**config.mk**
```make
export PLATFORM = sky130hd
export DESIGN_NAME = bombTop
export DESIGN_NICKNAME = d
export VERILOG_FILES = /design/src/bombPkg.sv /design/src/bombTop.sv /design/src/sevenSegDriver.sv /design/src/bombCounter.sv /design/src/bombFsm.sv /design/src/slowClockGen.sv
export SDC_FILE = /design/constraint.sdc
export NUM_CORES = 1
export LEC_CHECK = 0
export BUFFER_PORTS_ARGS = -buffer_cell sky130_fd_sc_hd__buf_2
export CAP_MARGIN = 20
export CORE_MARGIN = 1
export CORE_UTILIZATION = 49
export DETAILED_ROUTE_END_ITERATION = 16
export PLACE_DENSITY = 0.73
export SLEW_MARGIN = 20
export SYNTH_ARGS = -nofsm -noshare
export SYNTH_HDL_FRONTEND = slang
export SYNTH_HIERARCHICAL = 1
export SYNTH_SLANG_ARGS = --single-unit
```
**constraint.sdc**
```tcl
create_clock -name clk -period 4 [get_ports clk]
set_clock_uncertainty 0.2 [all_clocks]
set_input_delay 0.6 -clock clk [delete_from_list [all_inputs] [get_ports clk]]
set_output_delay 0.6 -clock clk [all_outputs]
set_load 0.01 [all_outputs]
```
**src/bombPkg.sv**
```systemverilog
/*
 * Bomb timer package
 * Shared widths, FSM state encoding, timing and preset constants,
 * and the BCD to seven-segment decode used by the display path
 */
`default_nettype none

package bombPkg;

	typedef logic [3:0] bcdDigit;    // One decimal digit
	typedef logic [6:0] segPattern;  // Segment a in bit 0, active high

	typedef enum logic [2:0] {
		stIdle,
		stArm,
		stRun,
		stPause,
		stDelay,
		stLampOn,
		stLampOff
	} bombState;

	localparam int unsigned halfSecondCycles = 10;  // Short for simulation
	localparam int unsigned phaseWidth = $clog2(halfSecondCycles);
	typedef logic [phaseWidth-1:0] phaseCount;      // Slow clock phase counter

	localparam bcdDigit presetTens = 4'd1;  // Preset reads 12
	localparam bcdDigit presetOnes = 4'd2;

	localparam segPattern blankPattern = 7'h00;  // All segments off
	localparam segPattern fullPattern  = 7'h7F;  // Lamp test, all on

	// Segment order g f e d c b a, MSB first
	function automatic segPattern bcdToSeg(input bcdDigit digit);
		case (digit)
			4'd0:    return 7'h3F;
			4'd1:    return 7'h06;
			4'd2:    return 7'h5B;
			4'd3:    return 7'h4F;
			4'd4:    return 7'h66;
			4'd5:    return 7'h6D;
			4'd6:    return 7'h7D;
			4'd7:    return 7'h07;
			4'd8:    return 7'h7F;
			4'd9:    return 7'h6F;
			default: return blankPattern;  // Non-BCD codes stay dark
		endcase
	endfunction

endpackage

`default_nettype wire
```
**src/bombTop.sv**
```systemverilog
/*
 * Bomb timer top level
 * Connects slow clock, FSM, BCD counter and display driver
 */
`timescale 1ns/1ps
`default_nettype none

module bombTop (
	input  logic clk,
	input  logic resetN,
	input  logic startN,                 // Start key, active low
	input  logic waitN,                  // Pause key, active low
	output bombPkg::segPattern segTens,
	output bombPkg::segPattern segOnes
);

	import bombPkg::*;

	logic slowClken;    // Blink level
	logic secondTick;   // One-second pulse
	logic countEnable;
	logic countLoadN;
	logic lampEnable;
	logic lampTest;
	logic tcSec;        // Count at 00
	bcdDigit tensDigit;
	bcdDigit onesDigit;

	slowClockGen slowClockGen_i (
		.clk        (clk),
		.resetN     (resetN),
		.slowClken  (slowClken),
		.secondTick (secondTick)
	);

	bombFsm bombFsm_i (
		.clk         (clk),
		.resetN      (resetN),
		.startN      (startN),
		.waitN       (waitN),
		.slowClken   (slowClken),
		.tcSec       (tcSec),
		.countEnable (countEnable),
		.countLoadN  (countLoadN),
		.lampEnable  (lampEnable),
		.lampTest    (lampTest)
	);

	bombCounter bombCounter_i (
		.clk         (clk),
		.resetN      (resetN),
		.countLoadN  (countLoadN),
		.countEnable (countEnable),
		.secondTick  (secondTick),
		.tensDigit   (tensDigit),
		.onesDigit   (onesDigit),
		.tcSec       (tcSec)
	);

	sevenSegDriver sevenSegDriver_i (
		.tensDigit  (tensDigit),
		.onesDigit  (onesDigit),
		.lampEnable (lampEnable),
		.lampTest   (lampTest),
		.segTens    (segTens),
		.segOnes    (segOnes)
	);

endmodule

`default_nettype wire

```
**src/sevenSegDriver.sv**
```systemverilog
/*
 * Seven-segment driver
 * Decodes both BCD digits; lamp test lights every segment and a
 * disabled display goes blank
 */
`timescale 1ns/1ps
`default_nettype none

module sevenSegDriver (
	input  bombPkg::bcdDigit tensDigit,
	input  bombPkg::bcdDigit onesDigit,
	input  logic lampEnable,            // Low blanks both digits
	input  logic lampTest,              // High lights all segments
	output bombPkg::segPattern segTens,
	output bombPkg::segPattern segOnes
);

	import bombPkg::*;

	segPattern decTens;  // Plain decode of tens
	segPattern decOnes;  // Plain decode of ones

	assign decTens = bcdToSeg(tensDigit);
	assign decOnes = bcdToSeg(onesDigit);

	// Lamp test has priority over blanking
	always_comb begin
		if (lampTest) begin
			segTens = fullPattern;
			segOnes = fullPattern;
		end else if (!lampEnable) begin
			segTens = blankPattern;
			segOnes = blankPattern;
		end else begin
			segTens = decTens;
			segOnes = decOnes;
		end
	end

endmodule

`default_nettype wire

```
**src/bombCounter.sv**
```systemverilog
/*
 * Bomb down counter
 * Two BCD digits counting down once per second tick, loaded with
 * the preset, flagging terminal count at 00
 */
`timescale 1ns/1ps
`default_nettype none

module bombCounter (
	input  logic clk,
	input  logic resetN,
	input  logic countLoadN,             // Load preset, active low
	input  logic countEnable,            // From FSM run state
	input  logic secondTick,             // One per second
	output bombPkg::bcdDigit tensDigit,
	output bombPkg::bcdDigit onesDigit,
	output logic tcSec                   // Both digits zero
);

	import bombPkg::*;

	logic decrement;   // Step down this cycle
	logic onesBorrow;  // Ones wraps 0 to 9

	assign tcSec = (tensDigit == bcdDigit'(0)) && (onesDigit == bcdDigit'(0));

	// Guard at 00 keeps the count from wrapping to 99
	assign decrement  = countEnable && secondTick && !tcSec;
	assign onesBorrow = (onesDigit == bcdDigit'(0));

	always_ff @(posedge clk or negedge resetN) begin
		if (!resetN) begin
			tensDigit <= '0;  // Holds 00 until armed
			onesDigit <= '0;
		end else if (!countLoadN) begin
			tensDigit <= presetTens;
			onesDigit <= presetOnes;
		end else if (decrement) begin
			if (onesBorrow) begin
				onesDigit <= bcdDigit'(9);
				tensDigit <= tensDigit - 1'b1;  // Borrow from tens
			end else begin
				onesDigit <= onesDigit - 1'b1;
			end
		end
	end

endmodule

`default_nettype wire

```
**src/bombFsm.sv**
```systemverilog
/*
 * Bomb timer state machine
 * Moore FSM sequencing arm, run, pause, resume delay and the final
 * blink; a pause never detonates and always waits a full slow phase
 */
`timescale 1ns/1ps
`default_nettype none

module bombFsm (
	input  logic clk,
	input  logic resetN,
	input  logic startN,       // Start key, active low
	input  logic waitN,        // Pause key, active low
	input  logic slowClken,    // Slow blink level
	input  logic tcSec,        // Count reached 00
	output logic countEnable,  // Counter may decrement
	output logic countLoadN,   // Load preset, active low
	output logic lampEnable,   // Display on
	output logic lampTest      // Force all segments on
);

	import bombPkg::*;

	bombState prState;   // Present state
	bombState nxtState;  // Next state

	always_ff @(posedge clk or negedge resetN) begin
		if (!resetN)
			prState <= stIdle;
		else
			prState <= nxtState;
	end

	// Next state, transitions only
	always_comb begin
		nxtState = prState;  // Hold by default
		case (prState)
			stIdle: begin
				if (!startN)
					nxtState = stArm;
			end
			stArm: begin
				if (startN)  // Run starts on key release
					nxtState = stRun;
			end
			stRun: begin
				if (tcSec)  // Time is up, wins over wait
					nxtState = stLampOn;
				else if (!waitN)
					nxtState = stPause;
			end
			stPause: begin
				if (waitN && slowClken)  // Released, slow phase high
					nxtState = stDelay;
			end
			stDelay: begin
				if (!slowClken)  // Rest of the high phase
					nxtState = stRun;
			end
			stLampOn: begin
				if (slowClken)
					nxtState = stLampOff;
			end
			stLampOff: begin
				if (!slowClken)
					nxtState = stLampOn;
			end
			default: nxtState = stIdle;  // Unused code 7
		endcase
	end

	// Moore outputs from the present state only
	always_comb begin
		countEnable = 1'b0;
		countLoadN  = 1'b1;
		lampEnable  = 1'b1;
		lampTest    = 1'b0;
		case (prState)
			stIdle:    lampEnable = 1'b0;  // Display dark until armed
			stArm:     countLoadN = 1'b0;  // Preset loads while key held
			stRun:     countEnable = 1'b1;
			stLampOn:  lampTest = 1'b1;    // Blink on phase
			stLampOff: lampEnable = 1'b0;  // Blink off phase
			default: begin
				countEnable = 1'b0;  // Pause and delay just hold
			end
		endcase
	end

endmodule

`default_nettype wire

```
**src/slowClockGen.sv**
```systemverilog
/*
 * Slow clock generator
 * Divides clk into the slow blink level and a one-cycle tick on each
 * rising edge of that level, one tick per second
 */
`timescale 1ns/1ps
`default_nettype none

module slowClockGen (
	input  logic clk,
	input  logic resetN,
	output logic slowClken,  // Toggles every halfSecondCycles
	output logic secondTick  // Pulse on rising slowClken
);

	import bombPkg::*;

	phaseCount phaseCnt;  // Cycles within current phase
	logic slowDly;        // slowClken one cycle late
	logic phaseWrap;

	assign phaseWrap = (phaseCnt == phaseCount'(halfSecondCycles - 1));

	always_ff @(posedge clk or negedge resetN) begin
		if (!resetN) begin
			phaseCnt  <= '0;
			slowClken <= 1'b0;  // Starts low
			slowDly   <= 1'b0;
		end else begin
			slowDly <= slowClken;
			if (phaseWrap) begin
				phaseCnt  <= '0;
				slowClken <= ~slowClken;
			end else begin
				phaseCnt <= phaseCnt + 1'b1;
			end
		end
	end

	assign secondTick = slowClken & ~slowDly;  // High for one cycle

endmodule

`default_nettype wire

```
### Yosys cells after proc, flatten, opt, wreduce, memory -nomap -nowiden

Memories as Yosys holds them, arrays and structs flattened.
Cells that the tools add are included.

| operators by class | value |
|---|---|
| reductions and logical operators | 13 |
| eq/ne operators | 14 |
| multiplexer cells | 22 |
| bitwise gates (word level) | 3 |
| $add $sub $neg | 3 |

Operators with widths:

| kind | number |
|---|---|
| $mux W4 | 7 |
| $mux W7 | 4 |
| $mux W3 | 8 |
| $pmux W3 S7 | 1 |
| $ne A2 B2 Y1 const B | 5 |
| $eq A3 B3 Y1 const B | 3 |
| $logic_not A4 Y1 | 2 |
| $sub A4 B1 Y4 const B | 2 |
| $reduce_and A7 Y1 | 1 |
| $eq A3 B2 Y1 const B | 2 |
| $add A4 B1 Y4 const B | 1 |
| $eq A4 B4 Y1 const B | 1 |
| $logic_and A1 B1 Y1 | 4 |
| $reduce_bool A2 Y1 | 2 |
| $eq A3 B1 Y1 const B | 1 |
| $logic_not A3 Y1 | 1 |
| $ne A3 B2 Y1 const B | 1 |
| $mux W1 | 2 |
| $ne A2 B1 Y1 const B | 1 |
| $not A1 Y1 | 2 |
| $reduce_and A2 Y1 | 1 |
| $reduce_or A2 Y1 | 1 |
| $and A1 B1 Y1 | 1 |
| $logic_not A1 Y1 | 1 |

| word-level totals | value |
|---|---|
| bits of input ports | 4 |
| flip-flop bits (word level) | 17 |
| word-level logic and storage cells | 63 |
| bits in read-only memories | 224 |
| memories | 2 |

Memories:

| memory | words | width | rd ports | clocked after memory_dff | write ports | RTL line | source |
|---|---|---|---|---|---|---|---|
| (name not given) | 16 | 7 | 1 | 0 | 0 | bombPkg.sv:35 | `case (digit)` |
| (name not given) | 16 | 7 | 1 | 0 | 0 | bombPkg.sv:35 |  |

### Logic depth before layout (Yosys ltp)

| logic depth | value |
|---|---|
| depth after elaboration | 6 |
| mapped depth | 8 |

### By module

Netlist, hierarchy kept.

Modules (own cells, without submodules):

| module | cells an instance | sequential area each (um^2) | instances | area each (um^2) |
|---|---|---|---|---|
| bombCounter | 47 | 200.2 | 1 | 459.2 |
| sevenSegDriver | 63 | 0.0 | 1 | 404.1 |
| bombFsm | 32 | 75.1 | 1 | 284.0 |
| slowClockGen | 20 | 150.1 | 1 | 247.7 |

### Worst setup path before layout

OpenSTA, ideal clock, no wires.

| path | value |
|---|---|
| path kind | register -> output |
| from | register bombFsm_i.prState[2] |
| to | output port segTens[0] |
| data arrival time | 1.496 ns |
| setup slack | 1.704 ns |
| path buffers | 2 |
| required time | 3.200 ns |
| stages on the path, launching flop included | 8 |
| cells stage by stage | dfrtp_1 -> buf_6 -> or2b_1 -> nand3_1 -> buf_4 -> nand2b_1 -> a21o_1 -> o21ai_0 |

| between the ends | value |
|---|---|
| word-level cells in the longest chain between the ends | 4 |

Ends and longest elaborated chain:

| element | RTL line | source |
|---|---|---|
| from (decl) | bombFsm.sv:24 | `bombState prState;` |
| from (signal assigned) | bombFsm.sv:29 | `prState <= stIdle;` |
| from (signal assigned) | bombFsm.sv:31 | `prState <= nxtState;` |
| $eq A3 B3 Y1 / $logic_not A3 Y1 (equally long branches) | bombFsm.sv:78 | `case (prState)` |
| $reduce_or A2 Y1 (no source line) | -- |  |
| $mux W7 | sevenSegDriver.sv:31 | `end else if (!lampEnable) begin` |
| $mux W7 (*) | sevenSegDriver.sv:28 | `if (lampTest) begin` |
| to (decl) | bombTop.sv:13 | `output bombPkg::segPattern segTens,` |

Mark *: on every way between the ends. The rest lies on a longest branch, timed or not.

### Final worst setup path

| path | value |
|---|---|
| from | register bombFsm_i.prState[2] |
| to | output port segTens[6] |

The elaborated chain is that of the path after synthesis.

==> results.txt <==
----------------------------------------------------
[Layout]
  Most frequent cells in the layout ... sky130_fd_sc_hd__dfrtp_1 (17), sky130_fd_sc_hd__buf_2 (17), sky130_fd_sc_hd__o21ai_0 (15)
  Number of filler instances in the final layout ... 246
  Post-Route Utilization ... 58.12%
  Antenna Cells ... 0
  Final layout net count ... 193
  Fraction of final layout cells sized beyond drive strength 1 ... 19.77%
  Relative area change from synthesis to final layout ... 7.892%

[Worst setup path]
  CP arrival ... 2.05 ns
  Crit Path Max Fanout ... 12
  Worst setup path category ... flop to primary output
  Data required time of the worst path ... 3.20 ns
  Startpoint kind of the worst setup timing path ... flop
  Category of the worst setup path capture point ... primary output
  Register-to-register setup slack ... 1.76 ns

[Routing]
  Overall via count from detail_route ... 1176
  Vias per cell ... 5.681
  # DRC ... 0
  Remaining number of nets flagged by the antenna check after routing ... 0
  Routed wire length ... 2.630 mm
  Average wire per cell in the routed design ... 12.71 um
  Number of DRC violations after detailed-routing iteration 0 ... 46
  Number of iterations in the first detailed-routing pass ... 4

[Global routing]
  Residual overflow from global routing ... 0
  Number of global-route vias before repair ... 1139
  First-pass GRT wire length ... 4.733 mm
  Maximum number of pins on one net before global-route repair ... 18
  Antenna violations before repair ... 0
  Global-route usage over all layers ... 18.60%

[Clock tree]
  Post-CTS setup repair buffer count ... 0
  Register clock-pin slew on the reported worst setup and hold paths ... 0.10 ns
  CTS Buffer Depth ... 2
  Number of H-tree levels ... 1
  Clock Tree Root ... sky130_fd_sc_hd__clkbuf_4
  CTS buffer count ... 3
  TritonCTS Sinks ... 17
  Hold-fix buffers at CTS ... 0
  Clock network latency to the later pin of the worst-skew pair ... 0.30 ns
  Post_cts resized ... 0
  TritonCTS clock tree ... done

[Pwr]
  Clock power frac ... 14.6%
  P per Cell Area ... 433.4 mW/mm^2
  Leakage power figure ... 0.7059 nW
  Cell internal power dissipation ... 0.3690 mW
  Net Switching ... 0.2833 mW
  Fraction of power consumed by sequential logic ... 35.7%
  PnR Total Power ... 0.6523 mW
  Proportion of power drawn by combinational gates ... 49.7%
  Peak ir drop on the vdd network ... 0.3426 mV
  Switch share ... 43.43%

[STA]
  Number of hold violations in the final report ... 10
  Maximum clock frequency ... 350.3 MHz
  Worst-margin pin slew ... 0.5475 ns
  Post-route clock period utilization ... 71.37%
  RSZ-0062 raised after global routing ... no
  Clock period minus worst slack ... 2.855 ns
  Final-report setup violation count ... 0
  Total Neg Setup Slack ... 0 ns
  Final hold slack ... -0.003026 ns
  Slew Limit Fails ... 0
  Slew margin rel. ... 63.42%

[Placement]
  Final weighted congestion in routability-driven placement ... 0.8811
  Number of buffers inserted by port buffering ... 17
  HPWL after detailed placement ... 2.006 mm

[Run status]
  Status ... finished, violations left
  Violations in the final reports ... negative hold slack

[Synth]
  Post-Synthesis Cells ... 162
  Post-synth top flop ... sky130_fd_sc_hd__dfrtp_1
  Syn. warnings ... 6
  Nets in the synthesized netlist ... 177
  Register bit count reported by yosys ... 17
  Summed instance area of the synthesized netlist ... 0.001395 mm^2
  Count of different cell masters after synthesis ... 53
  Sequential fraction of the synthesis area ... 30.49%
  Post-synthesis async set-or-reset flop share ... 100.0%
  Synthesized area per cell ... 8.612 um^2
  Number of enable-type register cells in the synthesized netlist ... 0

[Floorplan]
  FP Rows ... 18
  Die span in y ... 55.36 um
  Initial standard-cell utilization of the core ... 53.86%
  Top Ports ... 18
  Area enclosed by the die boundary ... 0.003065 mm^2
  Width of the die ... 55.36 um
  Core Area ... 0.002590 mm^2

[Hold path]
  Class of the most critical hold timing path ... primary input to asynchronous set/reset pin

[Run]
  MaxCap Viol Count ... 0

----------------------------------------------------
==> sequential cells by signal, indices dropped and copies added, names as in the netlist <==
register / cells
slowClockGen_i/phaseCnt: 4
bombCounter_i/tensDigit: 4
slowClockGen_i/slowClken: 1
bombCounter_i/onesDigit: 4
bombFsm_i/prState: 3
slowClockGen_i/slowDly: 1
==> final timing paths <==
kind                                                   startpoint                                endpoint  cells past startpoint
setup / recovery                 bombFsm_i/prState[2]$_DFFE_PN0P_                              segTens[6]                      6
max in group asynchronous                                  resetN  bombCounter_i/onesDigit[1]$_DFFE_PN0P_                      1
hold reg to reg              slowClockGen_i/phaseCnt[2]$_DFF_PN0_    slowClockGen_i/phaseCnt[2]$_DFF_PN0_                      1
min in group clk             slowClockGen_i/phaseCnt[2]$_DFF_PN0_    slowClockGen_i/phaseCnt[2]$_DFF_PN0_                      1
setup reg to reg           bombCounter_i/tensDigit[1]$_DFFE_PN0P_        bombFsm_i/prState[0]$_DFFE_PN0P_                      8
hold / removal                                             resetN    slowClockGen_i/phaseCnt[1]$_DFF_PN0_                      1
==> layout make-up <==
class                           count  area, um^2  area share (%)
Inverter                           13       48.80           3.242
Multi-Input combinational cell    126       878.3           58.35
Timing Repair Buffer               17       85.08           5.653
Clock inverter                      1       7.507          0.4988
Clock buffer                        3       22.52           1.496
Sequential cell                    17       425.4           28.26
Tap cell                           30       37.54           2.494
==> cell families after synthesis <==
kind of cell	share of synthesized area, %
mux	3.677
xor+xnor	1.884
flops	30.49
compound gates	20.63
simple gates	26.91
fa+ha+maj	9.865
buf+inv	6.547
==> power groups by stage <==
stage / clock network, mW / registers [mW] / logic [mW]
after floorplan: 0 / 0.204 / 0.289
after global placement: 0 / 0.234 / 0.320
after CTS: 0.0998 / 0.232 / 0.327
after global routing: 0.105 / 0.237 / 0.366
final: 0.0953 / 0.233 / 0.324
after detailed placement: 0 / 0.235 / 0.325
==> synth_stat cells, drive strengths merged (2+ instances only) <==
master,count,area [um^2]
nor2b,2,15.02
nand2,13,48.80
o2bb2ai,2,17.52
a31oi,3,18.77
nand2b,7,51.30
nor3b,3,22.52
ha,11,137.6
dfrtp,17,425.4
o21a,2,15.01
nand3,6,30.03
nand3b,3,26.27
buf,4,35.03
a21o,4,30.03
o21ai,17,88.83
a21boi,2,15.01
nor3,7,40.04
o31ai,2,15.01
nor2,13,51.30
or3b,2,17.52
xor2,2,17.52
a21oi,3,15.01
and2,2,13.77
inv,13,48.79
or3,3,25.03
clkbuf,2,7.510
mux2i,4,40.04
==> critical path, stage by stage (launching register included) <==
cell and delay [ns]:
sky130_fd_sc_hd__dfrtp_1 0.51, sky130_fd_sc_hd__or2b_1 0.28, sky130_fd_sc_hd__nand3_1 0.26, sky130_fd_sc_hd__nand2b_1 0.16, sky130_fd_sc_hd__or3b_1 0.36, sky130_fd_sc_hd__nand2_1 0.07, sky130_fd_sc_hd__buf_2 0.12
==> metrics by stage <==
stage / instances / cell area [um^2] / worst slack, ns
2_1_floorplan: 162 / 1395 / 1.704
3_3_place_gp: 203 / 1475 / 1.546
3_5_place_dp: 203 / 1475 / 1.490
4_1_cts: 207 / 1505 / 1.142
5_1_grt: 207 / 1505 / 0.9659
6_report: 207 / 1505 / 1.145
==> routing by layer <==
metal,vias up,wire [um],track usage (%)
li1,601,-,-
met1,550,1295,24.04
met2,22,1237,32.53
met3,3,69,2.108
met4,0,27,5.357
met5,-,0,0
No activity file was read; power rests on OpenSTA's default activity.
